--- src/hw/bnn_pkg.sv ---
`default_nettype none

package bnn_pkg;

    // ------------------------------
    // Network sizes
    // ------------------------------
    localparam int FEAT_CNT       = 11;
    localparam int FEAT_BITS      = 4;
    localparam int FEAT_WORD_BITS = FEAT_CNT * FEAT_BITS;
    localparam int HIDDEN_CNT     = 40;
    localparam int CLASS_CNT      = 6;
    localparam int CLASS_BITS     = $clog2(CLASS_CNT);

    // A class score runs from 0 to HIDDEN_CNT
    localparam int SUM_BITS       = $clog2(HIDDEN_CNT + 1);

    // Worst case is 11 features of 15 all added or all subtracted
    localparam int ACC_BITS       = 9;

    // ------------------------------
    // Fixed weights
    // ------------------------------

    // Bit (neuron * FEAT_CNT + feature), one adds the feature and zero subtracts it
    localparam logic [HIDDEN_CNT*FEAT_CNT-1:0] HIDDEN_WEIGHTS = {
        40'b1110110011_1111100100_1011001100_1001101111,
        40'b0110111111_1011010110_1100010110_0010011000,
        40'b0111000101_0010101001_0000111110_0011101001,
        40'b1001101010_0011010100_0011011100_1100000001,
        40'b1110001100_1110001110_0000001011_0101110111,
        40'b1011111110_0010111011_0001010110_0111111000,
        40'b0010101001_1100101001_1110111011_1011100101,
        40'b0100110111_0001101111_1100010111_0111100001,
        40'b0000000110_1111101011_1001101100_0010100101,
        40'b1101110001_1001101010_1101100100_0001111010,
        40'b0000101000_1100100000_1110000000_0110011000
    };

    // Bit (class * HIDDEN_CNT + hidden), one where a set hidden bit votes for the class
    localparam logic [CLASS_CNT*HIDDEN_CNT-1:0] OUTPUT_WEIGHTS = {
        40'b1010111101_0101011110_1111010101_0001011110,
        40'b0110111011_0011111110_0100111101_0010001110,
        40'b1000101011_1111011110_0101010100_1011000101,
        40'b1010111000_1101100010_0010000100_1000000011,
        40'b1100011010_0000011011_1000000111_0100111101,
        40'b0010001011_1100000011_0111000001_0000111001
    };

    // ------------------------------
    // Feature word
    // ------------------------------

    // The same 44 bits seen either as the raw port word or as eleven fields,
    // field 0 sitting in the lowest nibble
    typedef union packed {
        logic [FEAT_WORD_BITS-1:0]            flat;
        logic [FEAT_CNT-1:0][FEAT_BITS-1:0]   field;
    } feature_word_u;

endpackage

`default_nettype wire
--- src/hw/bnn_hidden_layer.sv ---
`default_nettype none

module bnn_hidden_layer
    import bnn_pkg::*;
(
    input  feature_word_u           features,
    output logic [HIDDEN_CNT-1:0]   hidden
);

    logic signed [ACC_BITS-1:0] feat_ext [FEAT_CNT];
    logic signed [ACC_BITS-1:0] acc [HIDDEN_CNT];

    // ------------------------------
    // Feature extension
    // ------------------------------

    // Features are unsigned, so they get a zero top before entering the signed sum
    always_comb begin
        for (int f = 0; f < FEAT_CNT; f++) begin
            feat_ext[f] = signed'({{(ACC_BITS - FEAT_BITS){1'b0}}, features.field[f]});
        end
    end

    // ------------------------------
    // Neuron sums
    // ------------------------------

    // Every neuron sees all features, each with a weight of +1 or -1
    always_comb begin
        for (int n = 0; n < HIDDEN_CNT; n++) begin
            acc[n] = '0;
            for (int f = 0; f < FEAT_CNT; f++) begin
                if (HIDDEN_WEIGHTS[n*FEAT_CNT + f]) begin
                    acc[n] = acc[n] + feat_ext[f];
                end else begin
                    acc[n] = acc[n] - feat_ext[f];
                end
            end
        end
    end

    // ------------------------------
    // Sign threshold
    // ------------------------------

    // A neuron fires on a sum of zero or more
    always_comb begin
        for (int n = 0; n < HIDDEN_CNT; n++) begin
            hidden[n] = (acc[n] >= 0);
        end
    end

endmodule

`default_nettype wire

--- config.mk ---
export PLATFORM = sky130hd
export DESIGN_NAME = bnn_hidden_layer
export DESIGN_NICKNAME = d
export VERILOG_FILES = /design/src/hw/bnn_pkg.sv /design/src/hw/bnn_hidden_layer.sv
export SDC_FILE = /design/constraint.sdc
export NUM_CORES = 2
export LEC_CHECK = 0
export ABC_AREA = 1
export BUFFER_PORTS_ARGS = -buffer_cell sky130_fd_sc_hd__buf_2
export CAP_MARGIN = 20
export CELL_PAD_IN_SITES_DETAIL_PLACEMENT = 0
export CELL_PAD_IN_SITES_GLOBAL_PLACEMENT = 2
export CORE_MARGIN = 4
export CORE_UTILIZATION = 42
export DETAILED_ROUTE_END_ITERATION = 10
export PLACE_DENSITY = 0.91
export SLEW_MARGIN = 30
export SYNTH_ARGS = -nofsm -noshare
export SYNTH_HDL_FRONTEND = slang
export SYNTH_SLANG_ARGS = --single-unit
--- constraint.sdc ---
create_clock -name vclk -period 7.9
set_input_delay 0.395 -clock vclk [all_inputs]
set_output_delay 0.395 -clock vclk [all_outputs]
set_load 0.03 [all_outputs]
# Word-level counts from Yosys, hierarchy flattened

Cells that the tools add are included.

Logic and storage cells: 323
Register bits after elaboration: 0
Output and inout port bits: 40
Input port bits: 44

Magnitude comparators: 40
Add/sub/neg operators: 283

Operator list:

| operator            | number |
|---|---|
| $add 9x5->9         | 147 |
| $sub 9x5->9         | 130 |
| $ge 9x1->1 const B  | 40 |
| $add 5x5->6         | 1 |
| $sub 5x4->6         | 1 |
| $sub 5x5->6         | 1 |
| $add 4x4->5         | 1 |
| $sub 1x4->5 const A | 1 |
| $sub 4x4->5         | 1 |

# Logic depth before layout (Yosys ltp)

Depth in word-level cells: 12
Depth in mapped cells: 45
Gate-level depth less buffers: 44

# Least setup slack after synthesis

Ideal clock, no wire load.

Kind: input to output
Start: input port features[0] (netlist bit)
End: output port hidden[8]
Stages on the path: 39
Slack: 582 ps
Arrival: 6923 ps
Data required time: 7505 ps
Path buffers: 2
Path through: inv_1 ha_1 xnor2_1 ha_1 buf_6 xnor2_1 ha_1 buf_4 nand2_1 nand2_1 a31oi_1 xor2_1 inv_1 ha_1 inv_1 nand2_1 nand2_1 fa_1 (+3 left out) fa_1 fa_1 inv_1 fa_1 inv_1 ha_1 a21oi_1 nand2_1 a31oi_1 nand2_1 or2_2 nand3_1 nand2_1 nand2_1 nand2_1 inv_1 nand2_1 nand2_1

Word-level cells in the longest chain between the ends: 12

RTL lines:

| item                     | line                   | RTL |
|---|---|---|
| start: declaration       | bnn_hidden_layer.sv:6  | `input feature_word_u features,` |
| $sub 1x4->5              | --                     |  |
| $sub 9x5->9 (3 in a row) | --                     |  |
| $add 9x5->9 (2 in a row) | bnn_hidden_layer.sv:34 | `acc[n] = acc[n] + feat_ext[f];` |
| $sub 9x5->9              | --                     |  |
| $add 9x5->9 (2 in a row) | bnn_hidden_layer.sv:34 |  |
| $sub 9x5->9 (2 in a row) | bnn_hidden_layer.sv:36 | `acc[n] = acc[n] - feat_ext[f];` |
| $ge 9x1->1               | bnn_hidden_layer.sv:49 | `hidden[n] = (acc[n] >= 0);` |
| end: declaration         | bnn_hidden_layer.sv:7  | `output logic [HIDDEN_CNT-1:0] hidden` |

Every way passes these cells.

# Final worst setup path

Same ends and word-level chain as after synthesis.

==> results by group <==
Timing
  – Crit path time final: 7.61 ns
  – Hold slack: 1.78 ns
  – Fin. max-slew vios: 0
  – Worst slew margin: 0.362
  – Worst Max-Slew Pin Slew: 0.945 ns
  – Final Hold Viols: 0
  – Tcrit/Tclk final: 0.963
  – Setup violations, final: 0
  – RSZ-0062 raised after global routing: true
  – Fmax achieved: 131 MHz

Setup path
  – Crit path capture type: primary output
  – Max stage delay on crit path: 0.61 ns
  – Worst setup SP type: input pin
  – Critical-path top delay cell: fa_2
  – Critical Path RT: 7.51 ns
  – Critical Path Start: features[0]
  – Crit Path Class: input pin to primary output
  – CP arrival: 7.21 ns
  – Critical Path Fanout Max: 3

Global routing
  – Global route total overflow: 0
  – First-pass GRT wire length: 174000 µm
  – Largest net degree at the start of global routing: 24
  – Initial antenna violation count: 4
  – Vias in the first global route: 26900
  – GRT Util Overall: 0.273

Final layout
  – FF/Latch Area: 0 µm²
  – Final Cell Area: 37600 µm²
  – Final net count: 5680
  – CLK BUF: 0
  – Area growth syn-to-layout: 7.60%
  – Num sequential: 0
  – Share of cells above drive strength 1: 0.0754

Detailed routing
  – Final ANT Viol Nets: 0
  – Post-Route WL: 117000 µm
  – DR WL/cell: 22.0 µm
  – DR pass1 iterations: 5
  – Vias: 26800
  – DRC: 0
  – Vias per inst: 5.02
  – DRT iter0 DRCs: 1922

Yosys
  – Synth top cells by count: inv_1, ha_1, fa_1, nand2_1, a21oi_1
  – Library cells used by synthesis: 59
  – Syn Area/Cell: 8.58 µm²
  – Post-Syn Instances: 4075
  – Synth top area cells: fa_1, ha_1, inv_1
  – Area leader, netlist: fa_1
  – Top cell type's share of synthesized area: 0.393
  – Warnings, synthesis: 0
  – Most frequent cell after synthesis: inv_1
  – Register area share after synthesis: 0
  – Synth Cell Area: 35000 µm²
  – Post-Syn Nets: 5498

Worst hold path
  – Hold Path Depth: 8
  – Hold Startpoint: features[3]
  – WHS Endpoint: hidden[37]
  – Hold Path Class: input pin to primary output

Floorplanning
  – I/O pin total: 84
  – Die area: 87900 µm²
  – FP Rows: 105
  – Die width: 297 µm
  – Core area: 82200 µm²
  – Die Y: 297 µm
  – Initial cell density of the core: 0.425

Placement
  – Cell Area, Placed: 37400 µm²
  – Final GP Congestion: 0.998
  – Final HPWL DP: 100000 µm
  – Port-buffer cells: 84

Status
  – Status: finished, final reports clean

Run
  – Max-cap viol count: 0
what timing repair did:
item	in CTS	in global routing
setup buffers	0	2
hold buffers	0	0
gates resized for setup	0	27
endpoints found under the setup margin	0	6
endpoints found under the hold margin	0	0
cell type report:
cell class | count | area, µm²
fill | 8149 | 44600
multi-input combinational | 2827 | 30400
inverter | 1241 | 4660
tap | 1070 | 1340
timing repair buffer | 187 | 1200
antenna | 3 | 7.51
worst max-delay path: cells and delay by family:
family / cells / cell delay (ns)
simple gates: 9 / 0.80
buf+inv: 10 / 0.71
compound gates: 2 / 0.27
fa+ha+maj: 11 / 4.85
xor+xnor: 1 / 0.17
per-layer routing:
metal,part of all wire,vias to the layer above,GRT usage
met5,0.00010,-,0
met2,0.44,958,0.428
met1,0.42,13000,0.370
met3,0.088,240,0.0547
met4,0.056,2,0.112
li1,-,12600,-
kinds of logic after synthesis:
| family | Yosys count | share of synthesized area |
|---|---|---|
| AND/OR/NAND/NOR | 919 | 0.117 |
| buffers and inverters | 1248 | 0.134 |
| XOR/XNOR | 173 | 0.0475 |
| adder cells (fa/ha/maj) | 1380 | 0.641 |
| AO/OA/AOI/OAI | 355 | 0.0601 |
worst max-delay path by stage:
stage	to	slack, ns	cells after the start
3_5_place_dp	hidden[8]	0.09	39
3_3_place_gp	hidden[8]	0.05	39
5_1_grt	hidden[8]	-0.06	39
2_1_floorplan	hidden[8]	0.58	39
6_report	hidden[8]	0.29	33
4_1_cts	hidden[8]	0.08	39
layout by cell type, fill, tap and decap left out, types with 17 or more instances in the layout:
cell | Yosys | layout
nand4_1 | 38 | 38
xnor2_1 | 51 | 48
xor2_1 | 109 | 102
o21ai_0 | 59 | 59
buf_4 | 1 | 103
o211ai_1 | 17 | 17
nand3_1 | 118 | 118
buf_2 | 2 | 83
ha_1 | 693 | 687
nor2_1 | 149 | 149
fa_1 | 686 | 683
nand2_2 | 37 | 38
inv_1 | 1229 | 1224
nand2_1 | 510 | 509
a21oi_1 | 176 | 175
through the flow:
step / util / setup slack [ns] / instances / TNS [ns]
3_3_place_gp: 0.455 / 0.0453 / 5323 / 0
3_5_place_dp: 0.455 / 0.0910 / 5323 / 0
4_1_cts: 0.455 / 0.0797 / 5323 / 0
6_report: 0.458 / 0.291 / 5328 / 0
2_1_floorplan: - / 0.582 / 4075 / 0
5_1_grt: 0.457 / -0.0603 / 5325 / -0.0603
Power is not shown: default switching activity piles up to over one toggle a cycle in this logic, so the estimate is an artifact.
