`src/hw/bnn_pkg.sv`:
```
`default_nettype none

package bnn_pkg;

    // ------------------------------
    // Network sizes
    // ------------------------------
    localparam int FEAT_CNT       = 11;
    localparam int FEAT_BITS      = 4;
    localparam int FEAT_WORD_BITS = FEAT_CNT * FEAT_BITS;
    localparam int HIDDEN_CNT     = 40;
    localparam int CLASS_CNT      = 6;
    localparam int CLASS_BITS     = $clog2(CLASS_CNT);

    // A class score runs from 0 to HIDDEN_CNT
    localparam int SUM_BITS       = $clog2(HIDDEN_CNT + 1);

    // Worst case is 11 features of 15 all added or all subtracted
    localparam int ACC_BITS       = 9;

    // ------------------------------
    // Fixed weights
    // ------------------------------

    // Bit (neuron * FEAT_CNT + feature), one adds the feature and zero subtracts it
    localparam logic [HIDDEN_CNT*FEAT_CNT-1:0] HIDDEN_WEIGHTS = {
        40'b1110110011_1111100100_1011001100_1001101111,
        40'b0110111111_1011010110_1100010110_0010011000,
        40'b0111000101_0010101001_0000111110_0011101001,
        40'b1001101010_0011010100_0011011100_1100000001,
        40'b1110001100_1110001110_0000001011_0101110111,
        40'b1011111110_0010111011_0001010110_0111111000,
        40'b0010101001_1100101001_1110111011_1011100101,
        40'b0100110111_0001101111_1100010111_0111100001,
        40'b0000000110_1111101011_1001101100_0010100101,
        40'b1101110001_1001101010_1101100100_0001111010,
        40'b0000101000_1100100000_1110000000_0110011000
    };

    // Bit (class * HIDDEN_CNT + hidden), one where a set hidden bit votes for the class
    localparam logic [CLASS_CNT*HIDDEN_CNT-1:0] OUTPUT_WEIGHTS = {
        40'b1010111101_0101011110_1111010101_0001011110,
        40'b0110111011_0011111110_0100111101_0010001110,
        40'b1000101011_1111011110_0101010100_1011000101,
        40'b1010111000_1101100010_0010000100_1000000011,
        40'b1100011010_0000011011_1000000111_0100111101,
        40'b0010001011_1100000011_0111000001_0000111001
    };

    // ------------------------------
    // Feature word
    // ------------------------------

    // The same 44 bits seen either as the raw port word or as eleven fields,
    // field 0 sitting in the lowest nibble
    typedef union packed {
        logic [FEAT_WORD_BITS-1:0]            flat;
        logic [FEAT_CNT-1:0][FEAT_BITS-1:0]   field;
    } feature_word_u;

endpackage

`default_nettype wire
```
`src/hw/argmax.sv`:
```
`default_nettype none

module argmax
    import bnn_pkg::*;
(
    input  logic [CLASS_CNT*SUM_BITS-1:0]   scores,
    output logic [CLASS_BITS-1:0]           max_index
);

    logic [SUM_BITS-1:0]   score [CLASS_CNT];
    logic [SUM_BITS-1:0]   best_score;
    logic [CLASS_BITS-1:0] best_index;

    // Split the flat vector back into one score per class
    always_comb begin
        for (int c = 0; c < CLASS_CNT; c++) begin
            score[c] = scores[c*SUM_BITS +: SUM_BITS];
        end
    end

    // ------------------------------
    // Running maximum
    // ------------------------------

    // Class 0 starts as the best, a later class takes over only on a strictly
    // larger score so a tie keeps the lower index
    always_comb begin
        best_score = score[0];
        best_index = '0;
        for (int c = 1; c < CLASS_CNT; c++) begin
            if (score[c] > best_score) begin
                best_score = score[c];
                best_index = CLASS_BITS'(c);
            end
        end
    end

    assign max_index = best_index;

endmodule

`default_nettype wire

```
`config.mk`:
```
export PLATFORM = sky130hd
export DESIGN_NAME = argmax
export DESIGN_NICKNAME = d
export VERILOG_FILES = /design/src/hw/bnn_pkg.sv /design/src/hw/argmax.sv
export SDC_FILE = /design/constraint.sdc
export NUM_CORES = 1
export LEC_CHECK = 0
export ABC_AREA = 1
export BUFFER_PORTS_ARGS = -buffer_cell sky130_fd_sc_hd__buf_4
export CAP_MARGIN = 25
export CORE_MARGIN = 2
export CORE_UTILIZATION = 57
export DETAILED_ROUTE_END_ITERATION = 6
export PLACE_DENSITY = 0.88
export SETUP_SLACK_MARGIN = 0.4
export SYNTH_ARGS = -nofsm -noshare
export SYNTH_HDL_FRONTEND = slang
export SYNTH_SLANG_ARGS = --single-unit
export TNS_END_PERCENT = 1
```
`constraint.sdc`:
```
create_clock -name vclk -period 15.8
set_input_delay 4.74 -clock vclk [all_inputs]
set_output_delay 4.74 -clock vclk [all_outputs]
set_load 0.05 [all_outputs]
```
## Word level (Yosys, flattened, before mapping)

Index checks and enable logic that the tools add are counted.

- Bits in registers: 0
- Input port bits: 36
- Output and inout bits: 3
- Logic and storage cells: 14

- Magnitude comparators: 5
- Multiplexer cells: 9

Operators with widths:

| operator | count |
|---|---|
| $gt A6 B6 Y1 | 5 |
| $mux W6 | 4 |
| $mux W3 | 4 |
| $mux W1 | 1 |

## Longest topological paths before layout

- Depth in word-level cells: 10
- Mapped depth: 46
- Depth with buffers taken out: 43

## Worst setup path after synthesis

OpenSTA, ideal clock, no wires.

- Kind: input port to output port
- Start point: input scores[5]
- End point: output max_index[1]
- Data arrival time: 11025 ps
- Data required time: 11060 ps
- Setup slack: 35 ps
- Stages: 44
- Buffers on the path: 3
- Cell sequence: inv_1 > ha_1 > nand2_2 > nor2_4 > nand2_2 > nand3_4 > nand2_4 > buf_6 > nand2_1 > o21ai_0 > ha_1 > inv_1 > o21bai_1 > nand3_2 > nand3_4 > nand2_4 > buf_8 > nand2_1 > (+8 left out) > and2_1 > ha_1 > nand2_1 > nor2_1 > o21ai_0 > o211ai_1 > nand2_1 > buf_2 > nand3_1 > nand2_1 > ha_1 > a21oi_1 > o21ai_0 > a21oi_1 > o21ai_0 > o21ai_0 > nand2_1 > a21oi_1

- Longest elaborated chain between the ends: 10
- Elaborated cells between the ends (all ways): 13
- Classes of those cells: 5 x order compare; 8 x mux

Ends and longest elaborated chain:

| item | line | source |
|---|---|---|
| start, declared | argmax.sv:6 | `input logic [CLASS_CNT*SUM_BITS-1:0] scores,` |
| $gt A6 B6 Y1 | argmax.sv:31 | `if (score[c] > best_score) begin` |
| $mux W6 (*) | argmax.sv:31 |  |
| $gt A6 B6 Y1 | argmax.sv:31 |  |
| $mux W6 | argmax.sv:31 |  |
| $gt A6 B6 Y1 | argmax.sv:31 |  |
| $mux W6 | argmax.sv:31 |  |
| $gt A6 B6 Y1 | argmax.sv:31 |  |
| $mux W6 | argmax.sv:31 |  |
| $gt A6 B6 Y1 | argmax.sv:31 |  |
| $mux W3 (*) | argmax.sv:31 |  |
| end, declared | argmax.sv:7 | `output logic [CLASS_BITS-1:0] max_index` |

Every way passes the cells marked *; elsewhere a longest branch is shown, timed or not.

## Worst setup path after layout

Same ends and word-level chain as after synthesis.

==> results by group <==
Outcome
  • Outcome: finished, final reports clean

Final layout
  • Post-layout nets: between 300 and 400
  • Register area: 0 um^2
  • Final std cell area, no fill: 2080 um^2
  • Clock buf count: 0
  • Most used cells in the layout excluding fill and tap cells: sky130_fd_sc_hd__buf_4, sky130_fd_sc_hd__nand2_1, sky130_fd_sc_hd__inv_1
  • Final core utilization: 85.7%
  • Fraction of final layout cells sized beyond drive strength 1: between 40% and 50%
  • Number of flip-flops and latches: 0
  • Diode count: 0
  • Most common cell after layout, fill and taps aside: sky130_fd_sc_hd__buf_4
  • Area added between synthesis and finish: 44.9%
  • Fill cell instance count of the final layout: about 140

Worst setup path
  • Cell type with the highest occurrence count on the critical path: sky130_fd_sc_hd__nand2_1
  • Category of the worst setup path capture point: output port
  • Kind of launch point of the worst setup path: input pin
  • Slowest cell on the critical path: sky130_fd_sc_hd__ha_1
  • Critical Path Max Stage Delay: 0.33 ns
  • Largest fanout of any net on the critical path: 11
  • Signal arrival time at the worst endpoint: between 10 and 15 ns
  • Type of the setup path with the least slack: in2out
  • Required time at the worst-slack endpoint: 11.06 ns

Power
  • Leak Pwr: 0.00111 uW
  • Clock group share of total power: 0%
  • Part of the total power dissipated in combinational logic: 100.0%
  • Fraction of power spent switching nets: between 50% and 60%
  • Net Sw Power: 150 uW
  • Power density normalized to cell area: approximately 120 nW/um^2
  • Worst supply voltage drop on vdd: around 0.18 mV
  • Internal power summed over all cells: ~110 uW
  • Register share of total power: 0%

Logic synthesis
  • Number of different library cells in the post-synthesis netlist: 26
  • Sequential share of the synthesized area: 0%
  • Synth warnings: 0
  • Post-Synthesis Cells: 219
  • Mean area per synthesized cell: approximately 6.6 um^2
  • Net Count, Synth: ~280
  • Netlist area before placement: about 1400 um^2

Timing
  • Final number of max-transition violations: 0
  • Setup repair after global routing missed its margin: no
  • Final setup violation count: 0
  • Timing-limited maximum frequency: between 60 and 70 MHz
  • Final sum of negative setup slack: 0 ns
  • Final min period: around 15 ns
  • Portion of the clock cycle consumed by the worst path in the final layout: 96.8%
  • Least-Margin Pin Slew: around 0.27 ns
  • Final Hold Slack: between 10 and 15 ns
  • Total count of hold-check failures in the final report: 0
  • Rel. slew slack: 82.0%
  • Worst setup slack after layout: about 0.5 ns

Placed design
  • Dpl cell area: ~1700 um^2
  • Weighted congestion at the end of routability-driven global placement: approximately 0.8
  • Number of buffer cells added on primary ports: 39
  • Setup Slack @ Placement: roughly 0.052 ns
  • Detailed Place HPWL: approximately 2700 um

Die
  • Die area: ~3000 um^2
  • Number of ports placed on the die boundary: 39
  • Vert. Die Dim: 54.2 um
  • Initial standard-cell utilization of the core: between 50% and 60%
  • Row count: 18
  • Area inside the core boundary: between 2000 and 2500 um^2
  • Width of the die: around 54 um

Drt
  • Residual DRC count: 0
  • Router iterations before antenna repair: 4
  • Antenna violation net count after detailed routing: 0
  • Final wirelength: ~4300 um
  • Average detailed-routed wire length per instance: between 10 and 15 um
  • Vias after detailed routing: about 1700
  • Vias per std cell: 5.46
  • DRC marker count from the first detailed-route iteration: 51

GRT
  • Largest net degree at the start of global routing: 15
  • Remaining global-route overflow: 0
  • Total routing resource utilization after global routing: between 20% and 30%
  • Antenna violations before repair: 0
  • Vias in the first global route: between 1000 and 1500
  • Wire length of the first global-routing pass: between 5000 and 6000 um

Worst hold path
  • Worst hold path class: in2out

Flow run
  • MaxCap Viol Count: 0
Yosys cell counts, types with 2 or more instances:
cell / n / area (um^2)
sky130_fd_sc_hd__nand3_4: 3 / 52.6
sky130_fd_sc_hd__ha_1: 24 / 300
sky130_fd_sc_hd__nand3_2: 5 / 50.1
sky130_fd_sc_hd__nand2_4: 9 / 101
sky130_fd_sc_hd__nor2_4: 4 / 45.0
sky130_fd_sc_hd__nor2_1: 3 / 11.3
sky130_fd_sc_hd__nor2_2: 3 / 18.8
sky130_fd_sc_hd__nand4_4: 2 / 42.5
sky130_fd_sc_hd__o21bai_1: 4 / 30.0
sky130_fd_sc_hd__and2_1: 6 / 37.5
sky130_fd_sc_hd__nand2_2: 10 / 62.6
sky130_fd_sc_hd__nand3_1: 34 / 170
sky130_fd_sc_hd__o21a_1: 2 / 15.0
sky130_fd_sc_hd__or2_2: 5 / 31.3
sky130_fd_sc_hd__o21ai_0: 8 / 40.0
sky130_fd_sc_hd__inv_1: 35 / 131
sky130_fd_sc_hd__a21oi_1: 7 / 35.0
sky130_fd_sc_hd__nand3b_1: 2 / 15.0
sky130_fd_sc_hd__nand2_1: 46 / 173
stage by stage:
step | instances | total power, uW
4_1_cts | 293 | 216
5_1_grt | 309 | 278
2_1_floorplan | 219 | 158
6_report | 309 | 257
3_3_place_gp | 285 | 194
3_5_place_dp | 285 | 199
repair_timing:
item / in CTS / in global routing
hold endpoints to repair: 0 / 0
endpoints found under the setup margin: 3 / 3
resized for setup: 5 / 24
setup buffers: 8 / 16
pin swaps: 5 / 23
hold buffers: 0 / 0
power groups by stage:
| stage | logic [uW] | clock network (uW) | registers [uW] |
|---|---|---|---|
| 2_1_floorplan | 158 | 0 | 0 |
| 3_5_place_dp | 199 | 0 | 0 |
| 5_1_grt | 278 | 0 | 0 |
| 4_1_cts | 216 | 0 | 0 |
| 6_report | 257 | 0 | 0 |
| 3_3_place_gp | 194 | 0 | 0 |
final timing paths:
path	from	endpoint	slack, ns	cells after the start
max	scores[5]	max_index[1]	0.50	43
min	scores[35]	max_index[0]	10.12	7
area by class of cell:
type | instances | area (um^2) | share of cell area (%)
multi-input combinational | 181 | 1440 | 69.0
inverter | 35 | 131 | 6.30
tap | 30 | 37.5 | 1.80
timing repair buffer | 63 | 477 | 22.9
cell families after synthesis:
kind of cell,count (synthesis),synth area share [%]
AND/OR/NAND/NOR,135,59.0
adder cells (fa/ha/maj),24,20.9
AO/OA/AOI/OAI,22,8.87
buffers and inverters,38,11.3
critical path, delay by kind of cell:
kind | cells | cell delay, ns
fa+ha+maj | 5 | 1.44
buf+inv | 7 | 0.68
simple gates | 22 | 2.56
compound gates | 9 | 1.11
per-layer routing:
metal	part of all wire, %	GRT usage [%]
met1	46	31.4
met2	49	41.2
met3	4.6	0.273
met4	0.21	0.833
met5	0	0
No activity file was read; power rests on OpenSTA's default activity.
